### config.mk
export PLATFORM = sky130hd
export DESIGN_NAME = conv_expand_top
export DESIGN_NICKNAME = d
export VERILOG_FILES = /design/src/hdl/conv_cfg_pkg.sv /design/src/hdl/ctrl_pkg.sv /design/src/hdl/apb_ctrl_regs.sv /design/src/hdl/tap_sequencer.sv /design/src/hdl/weight_bank.sv /design/src/hdl/mac_array.sv /design/src/hdl/bias_relu_stage.sv /design/src/hdl/conv_expand_top.sv
export SDC_FILE = /design/constraint.sdc
export NUM_CORES = 1
export LEC_CHECK = 0
export BUFFER_PORTS_ARGS = -buffer_cell sky130_fd_sc_hd__buf_4
export CAP_MARGIN = 20
export CORE_ASPECT_RATIO = 2
export CORE_MARGIN = 2
export CORE_UTILIZATION = 45
export DETAILED_ROUTE_END_ITERATION = 10
export PLACE_DENSITY = 0.66
export SYNTH_ARGS = -nofsm -noshare
export SYNTH_HDL_FRONTEND = slang
export SYNTH_SLANG_ARGS = --single-unit
### constraint.sdc
create_clock -name clk -period 13.2 [get_ports clk]
set_clock_uncertainty 0.2 [all_clocks]
set_input_delay 2.64 -clock clk [delete_from_list [all_inputs] [get_ports clk]]
set_output_delay 2.64 -clock clk [all_outputs]
set_load 0.02 [all_outputs]
### src/hdl/conv_cfg_pkg.sv
// Convolution datapath types
package conv_cfg_pkg;

	// Pixels and weights are Q2.14
	localparam int PIX_W     = 16;
	localparam int FRAC_W    = 14;
	localparam int KEPT_W    = 15;
	localparam int GUARD_W   = 2;
	localparam int ACC_W     = 32;
	localparam int MAX_LANES = 8;

	typedef logic signed [PIX_W-1:0] pix_t;

	// Accumulator bit slicing used by requantization
	typedef struct packed {
		logic               sign;
		logic [GUARD_W-1:0] guard;
		logic [KEPT_W-1:0]  kept;
		logic [FRAC_W-1:0]  frac;
	} acc_fields_t;

	typedef union packed {
		logic signed [ACC_W-1:0] raw;
		acc_fields_t             fields;
	} acc_u;

	// One tap moving down the pipeline
	typedef struct packed {
		logic valid;
		pix_t pixel;
		logic first;
		logic last;
		logic layer;
	} tap_t;

	// One output pixel with unused lanes at zero
	typedef struct packed {
		logic                       valid;
		pix_t [MAX_LANES-1:0] lane;
	} ofm_t;

endpackage

### src/hdl/ctrl_pkg.sv
// APB control definitions
package ctrl_pkg;

	localparam int APB_AW = 8;
	localparam int APB_DW = 32;

	typedef struct packed {
		logic              psel;
		logic              penable;
		logic              pwrite;
		logic [APB_AW-1:0] paddr;
		logic [APB_DW-1:0] pwdata;
	} apb_req_t;

	typedef struct packed {
		logic [APB_DW-1:0] prdata;
		logic              pready;
		logic              pslverr;
	} apb_rsp_t;

	// Register map
	localparam logic [APB_AW-1:0] REG_CTRL   = 8'h00;
	localparam logic [APB_AW-1:0] REG_STATUS = 8'h04;
	localparam logic [APB_AW-1:0] REG_PIXCNT = 8'h08;

	// Bit positions
	localparam int CTRL_START_BIT = 0;
	localparam int CTRL_LAYER_BIT = 1;
	localparam int STAT_BUSY_BIT  = 0;
	localparam int STAT_DONE_BIT  = 1;

endpackage

### src/hdl/apb_ctrl_regs.sv
// APB control and status registers
module apb_ctrl_regs #(
	parameter int OUT_PIXELS = 6
) (
	input  logic               clk,
	input  logic               rst_gen,
	input  ctrl_pkg::apb_req_t apb_req_i,
	output ctrl_pkg::apb_rsp_t apb_rsp_o,
	input  logic               window_done_i,
	input  logic               layer_end_i,
	output logic               start_o,
	output logic               layer_o,
	output logic               busy_o
);
	import ctrl_pkg::*;

	localparam int CNT_W = $clog2(OUT_PIXELS + 1);

	logic             access;
	logic             wr;
	logic             addr_hit;
	logic             start_req;
	logic             busy_q;
	logic             done_q;
	logic             layer_q;
	logic             layer_end_q;
	logic [CNT_W-1:0] pix_cnt;

	// Access phase decode
	assign access    = apb_req_i.psel && apb_req_i.penable;
	assign wr        = access && apb_req_i.pwrite;
	assign addr_hit  = apb_req_i.paddr inside {REG_CTRL, REG_STATUS, REG_PIXCNT};
	assign start_req = wr && (apb_req_i.paddr == REG_CTRL) &&
		apb_req_i.pwdata[CTRL_START_BIT];
	assign start_o   = start_req && !busy_q;

	assign apb_rsp_o.pready  = 1'b1;
	assign apb_rsp_o.pslverr = access && (!addr_hit || (start_req && busy_q));

	always_comb begin
		apb_rsp_o.prdata = '0;
		case (apb_req_i.paddr)
			REG_CTRL:   apb_rsp_o.prdata[CTRL_LAYER_BIT] = layer_q;
			REG_STATUS: begin
				apb_rsp_o.prdata[STAT_BUSY_BIT] = busy_q;
				apb_rsp_o.prdata[STAT_DONE_BIT] = done_q;
			end
			REG_PIXCNT: apb_rsp_o.prdata = APB_DW'(pix_cnt);
			default:    apb_rsp_o.prdata = '0;
		endcase
	end

	always_ff @(posedge clk) begin
		if (rst_gen) begin
			busy_q      <= 1'b0;
			done_q      <= 1'b0;
			layer_q     <= 1'b0;
			layer_end_q <= 1'b0;
			pix_cnt     <= '0;
		end else begin
			layer_end_q <= layer_end_i;
			// Layer select is frozen while a layer runs
			if (wr && (apb_req_i.paddr == REG_CTRL) && !busy_q)
				layer_q <= apb_req_i.pwdata[CTRL_LAYER_BIT];
			if (start_o)
				busy_q <= 1'b1;
			else if (layer_end_i)
				busy_q <= 1'b0;
			if (start_o)
				pix_cnt <= '0;
			else if (window_done_i)
				pix_cnt <= pix_cnt + 1'b1;
			// Done lags busy by one cycle and clears on W1C
			if (start_o)
				done_q <= 1'b0;
			else if (layer_end_q)
				done_q <= 1'b1;
			else if (wr && (apb_req_i.paddr == REG_STATUS) &&
				apb_req_i.pwdata[STAT_DONE_BIT])
				done_q <= 1'b0;
		end
	end

	assign layer_o = layer_q;
	assign busy_o  = busy_q;

	a_end_count: assert property (@(posedge clk) disable iff (rst_gen)
		layer_end_i |-> (pix_cnt == CNT_W'(OUT_PIXELS - 1)));
	a_window_busy: assert property (@(posedge clk) disable iff (rst_gen)
		window_done_i |-> busy_q);

endmodule

### src/hdl/tap_sequencer.sv
// Tap and window sequencer
module tap_sequencer #(
	parameter int KERNEL_TAPS = 18,
	parameter int OUT_PIXELS  = 6
) (
	input  logic                             clk,
	input  logic                             rst_gen,
	input  logic                             start_i,
	input  logic                             layer_i,
	input  logic                             busy_i,
	input  logic                             ifm_valid_i,
	input  conv_cfg_pkg::pix_t               ifm_data_i,
	output conv_cfg_pkg::tap_t               tap_o,
	output logic [$clog2(KERNEL_TAPS+1)-1:0] waddr_o,
	output logic                             window_done_o,
	output logic                             layer_end_o
);
	localparam int TAP_W = $clog2(KERNEL_TAPS + 1);
	localparam int WIN_W = $clog2(OUT_PIXELS + 1);

	logic [TAP_W-1:0] tap_cnt;
	logic [WIN_W-1:0] win_cnt;
	logic             accept;
	logic             first_tap;
	logic             last_tap;

	// Taps only count while a layer is running
	assign accept    = ifm_valid_i && busy_i;
	assign first_tap = (tap_cnt == '0);
	assign last_tap  = (tap_cnt == TAP_W'(KERNEL_TAPS - 1));

	always_ff @(posedge clk) begin
		if (rst_gen || start_i) begin
			tap_cnt <= '0;
			win_cnt <= '0;
		end else if (accept) begin
			if (last_tap) begin
				tap_cnt <= '0;
				win_cnt <= win_cnt + 1'b1;
			end else begin
				tap_cnt <= tap_cnt + 1'b1;
			end
		end
	end

	////////////////////////////////
	// Tap stream to weight fetch
	////////////////////////////////
	assign tap_o.valid = accept;
	assign tap_o.pixel = ifm_data_i;
	assign tap_o.first = first_tap;
	assign tap_o.last  = last_tap;
	assign tap_o.layer = layer_i;

	// Weight ROM address is simply the tap index
	assign waddr_o = tap_cnt;

	assign window_done_o = accept && last_tap;
	assign layer_end_o   = window_done_o && (win_cnt == WIN_W'(OUT_PIXELS - 1));

	a_layer_end: assert property (@(posedge clk) disable iff (rst_gen)
		layer_end_o |=> !busy_i);

endmodule

### src/hdl/weight_bank.sv
// Weight and bias tables
module weight_bank #(
	parameter int LANES       = 4,
	parameter int KERNEL_TAPS = 18
) (
	input  logic                               clk,
	input  logic                               rst_gen,
	input  conv_cfg_pkg::tap_t                 tap_i,
	input  logic [$clog2(KERNEL_TAPS+1)-1:0]   waddr_i,
	output conv_cfg_pkg::tap_t                 tap_o,
	output conv_cfg_pkg::pix_t [LANES-1:0]     weights_o,
	output conv_cfg_pkg::acc_u [LANES-1:0]     bias_o
);
	import conv_cfg_pkg::*;

	localparam int W_SHIFT = 12;
	localparam int B_SHIFT = 26;

	pix_t w_rom [2][KERNEL_TAPS][LANES];
	acc_u b_rom [2][LANES];

	// Table contents follow a fixed formula
	function automatic pix_t weight_rule(input int layer, input int tap, input int lane);
		return pix_t'(((tap * 3 + lane * 5 + layer * 7) % 16 - 8) * (1 << W_SHIFT));
	endfunction

	for (genvar ly = 0; ly < 2; ly++) begin : g_layer
		for (genvar l = 0; l < LANES; l++) begin : g_lane
			assign b_rom[ly][l].raw = ACC_W'((l - 2 + ly) * (1 << B_SHIFT));
			for (genvar t = 0; t < KERNEL_TAPS; t++) begin : g_tap
				assign w_rom[ly][t][l] = weight_rule(ly, t, l);
			end
		end
	end

	////////////////////////////////
	// Layer mux and fetch register
	////////////////////////////////
	always_ff @(posedge clk) begin
		if (rst_gen)
			tap_o <= '0;
		else
			tap_o <= tap_i;
	end

	always_ff @(posedge clk) begin
		for (int l = 0; l < LANES; l++) begin
			weights_o[l] <= w_rom[tap_i.layer][waddr_i][l];
			bias_o[l]    <= b_rom[tap_i.layer][l];
		end
	end

endmodule

### src/hdl/mac_array.sv
// Per-lane multiply accumulate
module mac_array #(
	parameter int LANES = 4
) (
	input  logic                           clk,
	input  logic                           rst_gen,
	input  conv_cfg_pkg::tap_t             tap_i,
	input  conv_cfg_pkg::pix_t [LANES-1:0] weights_i,
	input  conv_cfg_pkg::acc_u [LANES-1:0] bias_i,
	output conv_cfg_pkg::acc_u [LANES-1:0] acc_o,
	output conv_cfg_pkg::acc_u [LANES-1:0] bias_o,
	output logic                           last_o
);
	import conv_cfg_pkg::*;

	acc_u [LANES-1:0]        acc_q;
	logic signed [ACC_W-1:0] prod [LANES];
	logic                    in_win;

	always_comb begin
		for (int l = 0; l < LANES; l++)
			prod[l] = $signed(tap_i.pixel) * $signed(weights_i[l]);
	end

	// First tap restarts the sum with its own product
	always_ff @(posedge clk) begin
		for (int l = 0; l < LANES; l++) begin
			if (tap_i.valid) begin
				if (tap_i.first)
					acc_q[l].raw <= prod[l];
				else
					acc_q[l].raw <= acc_q[l].raw + prod[l];
			end
		end
		if (tap_i.valid && tap_i.last)
			bias_o <= bias_i;
	end

	always_ff @(posedge clk) begin
		if (rst_gen) begin
			last_o <= 1'b0;
			in_win <= 1'b0;
		end else begin
			last_o <= tap_i.valid && tap_i.last;
			if (tap_i.valid)
				in_win <= !tap_i.last;
		end
	end

	assign acc_o = acc_q;

	a_first_order: assert property (@(posedge clk) disable iff (rst_gen)
		tap_i.valid && tap_i.first |-> !in_win);
	a_last_order: assert property (@(posedge clk) disable iff (rst_gen)
		tap_i.valid && tap_i.last |-> (in_win || tap_i.first));

endmodule

### src/hdl/bias_relu_stage.sv
// Bias, ReLU and requantization
module bias_relu_stage #(
	parameter int LANES = 4
) (
	input  logic                           clk,
	input  logic                           rst_gen,
	input  conv_cfg_pkg::acc_u [LANES-1:0] acc_i,
	input  conv_cfg_pkg::acc_u [LANES-1:0] bias_i,
	input  logic                           last_i,
	output conv_cfg_pkg::ofm_t             ofm_o
);
	import conv_cfg_pkg::*;

	acc_u [LANES-1:0] sum;
	pix_t [LANES-1:0] res_q;
	logic             valid_q;

	always_comb begin
		for (int l = 0; l < LANES; l++)
			sum[l].raw = acc_i[l].raw + bias_i[l].raw;
	end

	////////////////////////////////
	// ReLU then keep bits 31, 28:14
	////////////////////////////////
	always_ff @(posedge clk) begin
		if (last_i) begin
			for (int l = 0; l < LANES; l++) begin
				if ($signed(sum[l].raw) < 0)
					res_q[l] <= '0;
				else
					res_q[l] <= {sum[l].fields.sign, sum[l].fields.kept};
			end
		end
	end

	always_ff @(posedge clk) begin
		if (rst_gen)
			valid_q <= 1'b0;
		else
			valid_q <= last_i;
	end

	assign ofm_o.valid = valid_q;

	// Lanes beyond LANES read as zero
	for (genvar l = 0; l < MAX_LANES; l++) begin : g_out
		if (l < LANES) begin : g_used
			assign ofm_o.lane[l] = res_q[l];
		end else begin : g_unused
			assign ofm_o.lane[l] = '0;
		end
	end

endmodule

### src/hdl/conv_expand_top.sv
// Expand convolution engine top
module conv_expand_top #(
	parameter int LANES       = 4,
	parameter int KERNEL_TAPS = 18,
	parameter int OUT_PIXELS  = 6
) (
	input  logic               clk,
	input  logic               rst_gen,
	input  ctrl_pkg::apb_req_t apb_req_i,
	output ctrl_pkg::apb_rsp_t apb_rsp_o,
	input  logic               ifm_valid_i,
	input  conv_cfg_pkg::pix_t ifm_data_i,
	output conv_cfg_pkg::ofm_t ofm_o
);
	import conv_cfg_pkg::*;

	localparam int TAP_W = $clog2(KERNEL_TAPS + 1);

	if (LANES > MAX_LANES) begin : g_lane_check
		$error("LANES exceeds MAX_LANES");
	end

	logic             start;
	logic             layer;
	logic             busy;
	logic             window_done;
	logic             layer_end;
	logic [TAP_W-1:0] waddr;
	tap_t             seq_tap;
	tap_t             wb_tap;
	pix_t [LANES-1:0] weights;
	acc_u [LANES-1:0] wb_bias;
	acc_u [LANES-1:0] mac_acc;
	acc_u [LANES-1:0] mac_bias;
	logic             mac_last;

	apb_ctrl_regs #(.OUT_PIXELS(OUT_PIXELS)) u_regs (
		.clk(clk), .rst_gen(rst_gen),
		.apb_req_i(apb_req_i), .apb_rsp_o(apb_rsp_o),
		.window_done_i(window_done), .layer_end_i(layer_end),
		.start_o(start), .layer_o(layer), .busy_o(busy)
	);

	////////////////////////////////
	// Datapath with three register stages
	////////////////////////////////
	tap_sequencer #(.KERNEL_TAPS(KERNEL_TAPS), .OUT_PIXELS(OUT_PIXELS)) u_seq (
		.clk(clk), .rst_gen(rst_gen),
		.start_i(start), .layer_i(layer), .busy_i(busy),
		.ifm_valid_i(ifm_valid_i), .ifm_data_i(ifm_data_i),
		.tap_o(seq_tap), .waddr_o(waddr),
		.window_done_o(window_done), .layer_end_o(layer_end)
	);

	weight_bank #(.LANES(LANES), .KERNEL_TAPS(KERNEL_TAPS)) u_wbank (
		.clk(clk), .rst_gen(rst_gen),
		.tap_i(seq_tap), .waddr_i(waddr),
		.tap_o(wb_tap), .weights_o(weights), .bias_o(wb_bias)
	);

	mac_array #(.LANES(LANES)) u_mac (
		.clk(clk), .rst_gen(rst_gen),
		.tap_i(wb_tap), .weights_i(weights), .bias_i(wb_bias),
		.acc_o(mac_acc), .bias_o(mac_bias), .last_o(mac_last)
	);

	bias_relu_stage #(.LANES(LANES)) u_relu (
		.clk(clk), .rst_gen(rst_gen),
		.acc_i(mac_acc), .bias_i(mac_bias), .last_i(mac_last),
		.ofm_o(ofm_o)
	);

endmodule

==> run_summary.xml <==
<?xml version="1.0" encoding="UTF-8"?>
<metrics>
  <group name="outcome">
    <metric name="status" unit="">finished clean</metric>
  </group>
  <group name="layout">
    <metric name="syn_to_final_growth" unit="%">10.1</metric>
    <metric name="drive_above_1_share" unit="%">5.16</metric>
    <metric name="final_common_cell" unit="">sky130_fd_sc_hd__inv_1</metric>
    <metric name="filler_cell_count" unit="">6834</metric>
    <metric name="finish.net_count" unit="">4712</metric>
    <metric name="n_antenna_cell" unit="">0</metric>
    <metric name="final_cell_mix" unit="">sky130_fd_sc_hd__inv_1 (536), sky130_fd_sc_hd__fa_1 (448), sky130_fd_sc_hd__conb_1 (415)</metric>
  </group>
  <group name="floorplan">
    <metric name="floorplan.io_pins" unit="">225</metric>
    <metric name="die_area" unit="sq um">76900</metric>
    <metric name="die_h" unit="microns">390</metric>
    <metric name="die_w" unit="microns">197</metric>
    <metric name="placementRows" unit="">141</metric>
    <metric name="placeableCoreArea" unit="sq um">73900</metric>
    <metric name="starting_density" unit="%">45.4</metric>
  </group>
  <group name="timing">
    <metric name="drv_slew" unit="">0</metric>
    <metric name="transition_time_at_the_pin_with_the_least_slew_margin" unit="ps">1040</metric>
    <metric name="timing.max_slew.rel_slack" unit="%">30.4</metric>
    <metric name="grt_setup_unrepaired" unit="">no</metric>
    <metric name="finalHoldViolations" unit="">0</metric>
    <metric name="layout_min_cycle_time" unit="ps">8710</metric>
    <metric name="fin_tns_setup" unit="ps">0</metric>
    <metric name="fmaxAchievable" unit="MHz">115</metric>
    <metric name="finalSetupViolations" unit="">0</metric>
    <metric name="final.period_utilization" unit="%">66.0</metric>
  </group>
  <group name="detailed_routing">
    <metric name="dr.first_iter.drc_count" unit="">1007</metric>
    <metric name="postRouteWirelength" unit="microns">78200</metric>
    <metric name="postRouteAntennaNets" unit="">0</metric>
    <metric name="drt_pre_antenna_iters" unit="">6</metric>
    <metric name="post_drt_via_cell_ratio" unit="">5.09</metric>
    <metric name="routed_wire_length_per_instance" unit="microns">16.3</metric>
    <metric name="total_via_count_in_the_routed_design" unit="">24400</metric>
    <metric name="drc" unit="">0</metric>
  </group>
  <group name="critical_path">
    <metric name="timing.reg2reg.setup_slack" unit="ps">4490</metric>
    <metric name="critical_path.endpoint_type" unit="">flop</metric>
    <metric name="path_class" unit="">reg2reg</metric>
    <metric name="crit_slowest_cell" unit="">sky130_fd_sc_hd__dfxtp_1</metric>
    <metric name="worstPathArrival" unit="ps">8840</metric>
    <metric name="crit_fanout" unit="">10</metric>
    <metric name="critPathMostFrequentCell" unit="">sky130_fd_sc_hd__fa_1</metric>
    <metric name="timing.critical_path.max_delay_family" unit="">adder cells</metric>
    <metric name="cp.required" unit="ps">13340</metric>
    <metric name="critPathBufInv" unit="">5</metric>
    <metric name="crit_path_start_kind" unit="">flop</metric>
    <metric name="worstRegToRegCells" unit="">29</metric>
    <metric name="r2r-start" unit="">u_wbank.weights_o[31]</metric>
    <metric name="r2r-end" unit="">u_mac.acc_o[63]</metric>
    <metric name="max_stage_delay" unit="ps">600</metric>
  </group>
  <group name="clock_tree">
    <metric name="clk_pin_slew_worst_paths" unit="ps">70</metric>
    <metric name="tritoncts" unit="">yes</metric>
    <metric name="cts_repair_resize_count" unit="">0</metric>
    <metric name="number_of_clock_buffers_inserted_by_tritoncts" unit="">26</metric>
    <metric name="clock_latency_on_the_worst_skew_pair" unit="ps">590</metric>
    <metric name="clock-sinks" unit="">242</metric>
    <metric name="clockBufferDepth" unit="">3</metric>
    <metric name="holdBufCountCts" unit="">0</metric>
    <metric name="clk_root_buffer_cell" unit="">sky130_fd_sc_hd__clkbuf_16</metric>
    <metric name="cts.htree.levels" unit="">1</metric>
    <metric name="setup_repair_bufs_after_cts" unit="">0</metric>
  </group>
  <group name="logic_synthesis">
    <metric name="synth_seq_cells" unit="">242</metric>
    <metric name="postSynthAreaPerCell" unit="sq um">9.68</metric>
    <metric name="yosysSeqAreaShare" unit="%">20.1</metric>
    <metric name="yosys_warnings" unit="">0</metric>
    <metric name="synth_area" unit="sq um">33600</metric>
    <metric name="synth-edff-count" unit="">190</metric>
    <metric name="dominantRegCellSynth" unit="">sky130_fd_sc_hd__edfxtp_1</metric>
    <metric name="ys_async_sr_fraction" unit="%">0</metric>
    <metric name="number_of_distinct_library_cell_variants_in_the_gate_level_netlist_after_synthesis" unit="">79</metric>
    <metric name="postSynthCellCount" unit="">3468</metric>
  </group>
  <group name="global_route">
    <metric name="grt_pass1_vias" unit="">25900</metric>
    <metric name="globalRouteTotalUtil" unit="%">21.0</metric>
    <metric name="grt_start_max_net_pins" unit="">75</metric>
    <metric name="grt_remaining_overflow" unit="">0</metric>
    <metric name="antenna_found_initial" unit="">1</metric>
    <metric name="grt_first_pass_wirelength" unit="microns">127000</metric>
  </group>
  <group name="place">
    <metric name="dp.final_hpwl" unit="microns">65500</metric>
    <metric name="globalplace.congestion" unit="">0.891</metric>
    <metric name="numPortBuffers" unit="">100</metric>
  </group>
  <group name="worst_hold_path">
    <metric name="hold_path_startpoint" unit="">u_wbank.bias_o[26]</metric>
    <metric name="min-delay-path-class" unit="">reg2reg</metric>
    <metric name="hold_end" unit="">u_mac.bias_o[123]</metric>
    <metric name="worstHoldPathCells" unit="">0</metric>
  </group>
  <group name="job">
    <metric name="maxCapViolations" unit="">0</metric>
  </group>
</metrics>
[cell type report]
type                            instances  area, sq um  share of cell area (%)
Clock inverter                         13         92.6                   0.251
Clock buffer                           34          727                    1.97
Inverter                              541         2030                    5.50
Timing Repair Buffer                  108          811                    2.19
Multi-Input combinational cell       2936        25400                    68.7
Sequential cell                       242         6760                    18.3
Tap cell                              929         1160                    3.15
[per-layer routing]
layer	wire length, microns	vias to the layer above	track usage (%)
met5	0	-	0
met2	45000	522	42.9
met4	5720	0	13.2
met1	25400	12000	19.6
li1	-	11700	-
met3	2030	192	1.22
[synthesized netlist by cell type (57+ instances only)]
cell type	n	area share (%)
sky130_fd_sc_hd__clkbuf_1	57	0.64
sky130_fd_sc_hd__xor2_1	66	1.7
sky130_fd_sc_hd__fa_1	448	27
sky130_fd_sc_hd__o21ai_0	153	2.3
sky130_fd_sc_hd__nand2_1	199	2.2
sky130_fd_sc_hd__nor2_1	186	2.1
sky130_fd_sc_hd__buf_4	95	2.1
sky130_fd_sc_hd__nand3_1	63	0.94
sky130_fd_sc_hd__and2_1	165	3.1
sky130_fd_sc_hd__xnor2_1	144	3.8
sky130_fd_sc_hd__a21o_1	81	1.8
sky130_fd_sc_hd__a21oi_1	170	2.5
sky130_fd_sc_hd__ha_1	347	13
sky130_fd_sc_hd__edfxtp_1	190	17
sky130_fd_sc_hd__inv_1	537	6.0
[logic make-up (layout without fill, tap and decap cells)]
logic type      Yosys count  in the layout  share of synthesized area, %
fa+ha+maj               795            795                          39.7
compound gates          623            623                          11.8
buf+inv                 703            696                          8.95
xor+xnor                212            212                          5.61
other cells               2            415                        0.0224
mux                      25             25                         0.805
simple gates            866            866                          13.0
flops                   242            242                          20.1
[through the flow]
stage / hold WS (ps) / instance area, sq um / setup WS [ps] / cells / util [%]
floorplan: 186 / 35100 / 5410 / 3881 / -
global placement: 186 / 36100 / 4580 / 4755 / 48.9
detailed placement: 192 / 36100 / 4450 / 4756 / 48.9
CTS: 188 / 36900 / 4450 / 4803 / 50.0
global route: 202 / 36900 / 3820 / 4803 / 50.0
finish: 190 / 36900 / 4490 / 4803 / 50.0
[worst register-to-register path: cells and delay by family, from the launching register on]
family,cells,cell delay [ps]
AO/OA/AOI/OAI,7,1200
XOR/XNOR,2,590
adder cells (fa/ha/maj),8,3440
buffers and inverters,5,720
flip-flops,1,600
AND/OR/NAND/NOR,7,1710
[sequential cells by signal, summed over array words and instances, names as in the netlist]
name	cells
u_mac.acc_o	124
u_mac.bias_o	2
u_mac.last_o	1
u_regs.busy_o	1
u_regs.done_q	1
u_regs.layer_end_q	1
u_regs.layer_o	1
u_regs.pix_cnt	3
u_relu.ofm_o	64
u_relu.valid_q	1
u_seq.waddr_o	5
u_seq.win_cnt	3
u_wbank.bias_o	2
u_wbank.tap_o	19
u_wbank.weights_o	14
[how the worst max path moves through the flow]
stage          cells past startpoint         endpoint             startpoint  slack [ps]
4_1_cts                           29  u_mac.acc_o[63]  u_wbank.weights_o[31]        4450
3_3_place_gp                      29  u_mac.acc_o[63]  u_wbank.weights_o[31]        4580
2_1_floorplan                     29  u_mac.acc_o[63]       u_wbank.tap_o[8]        5410
3_5_place_dp                      29  u_mac.acc_o[63]  u_wbank.weights_o[31]        4450
5_1_grt                           29  u_mac.acc_o[63]  u_wbank.weights_o[31]        3820
6_report                          29  u_mac.acc_o[63]  u_wbank.weights_o[31]        4490
Power is not shown: default switching activity piles up to over one toggle a cycle in this logic, so the estimate is an artifact.
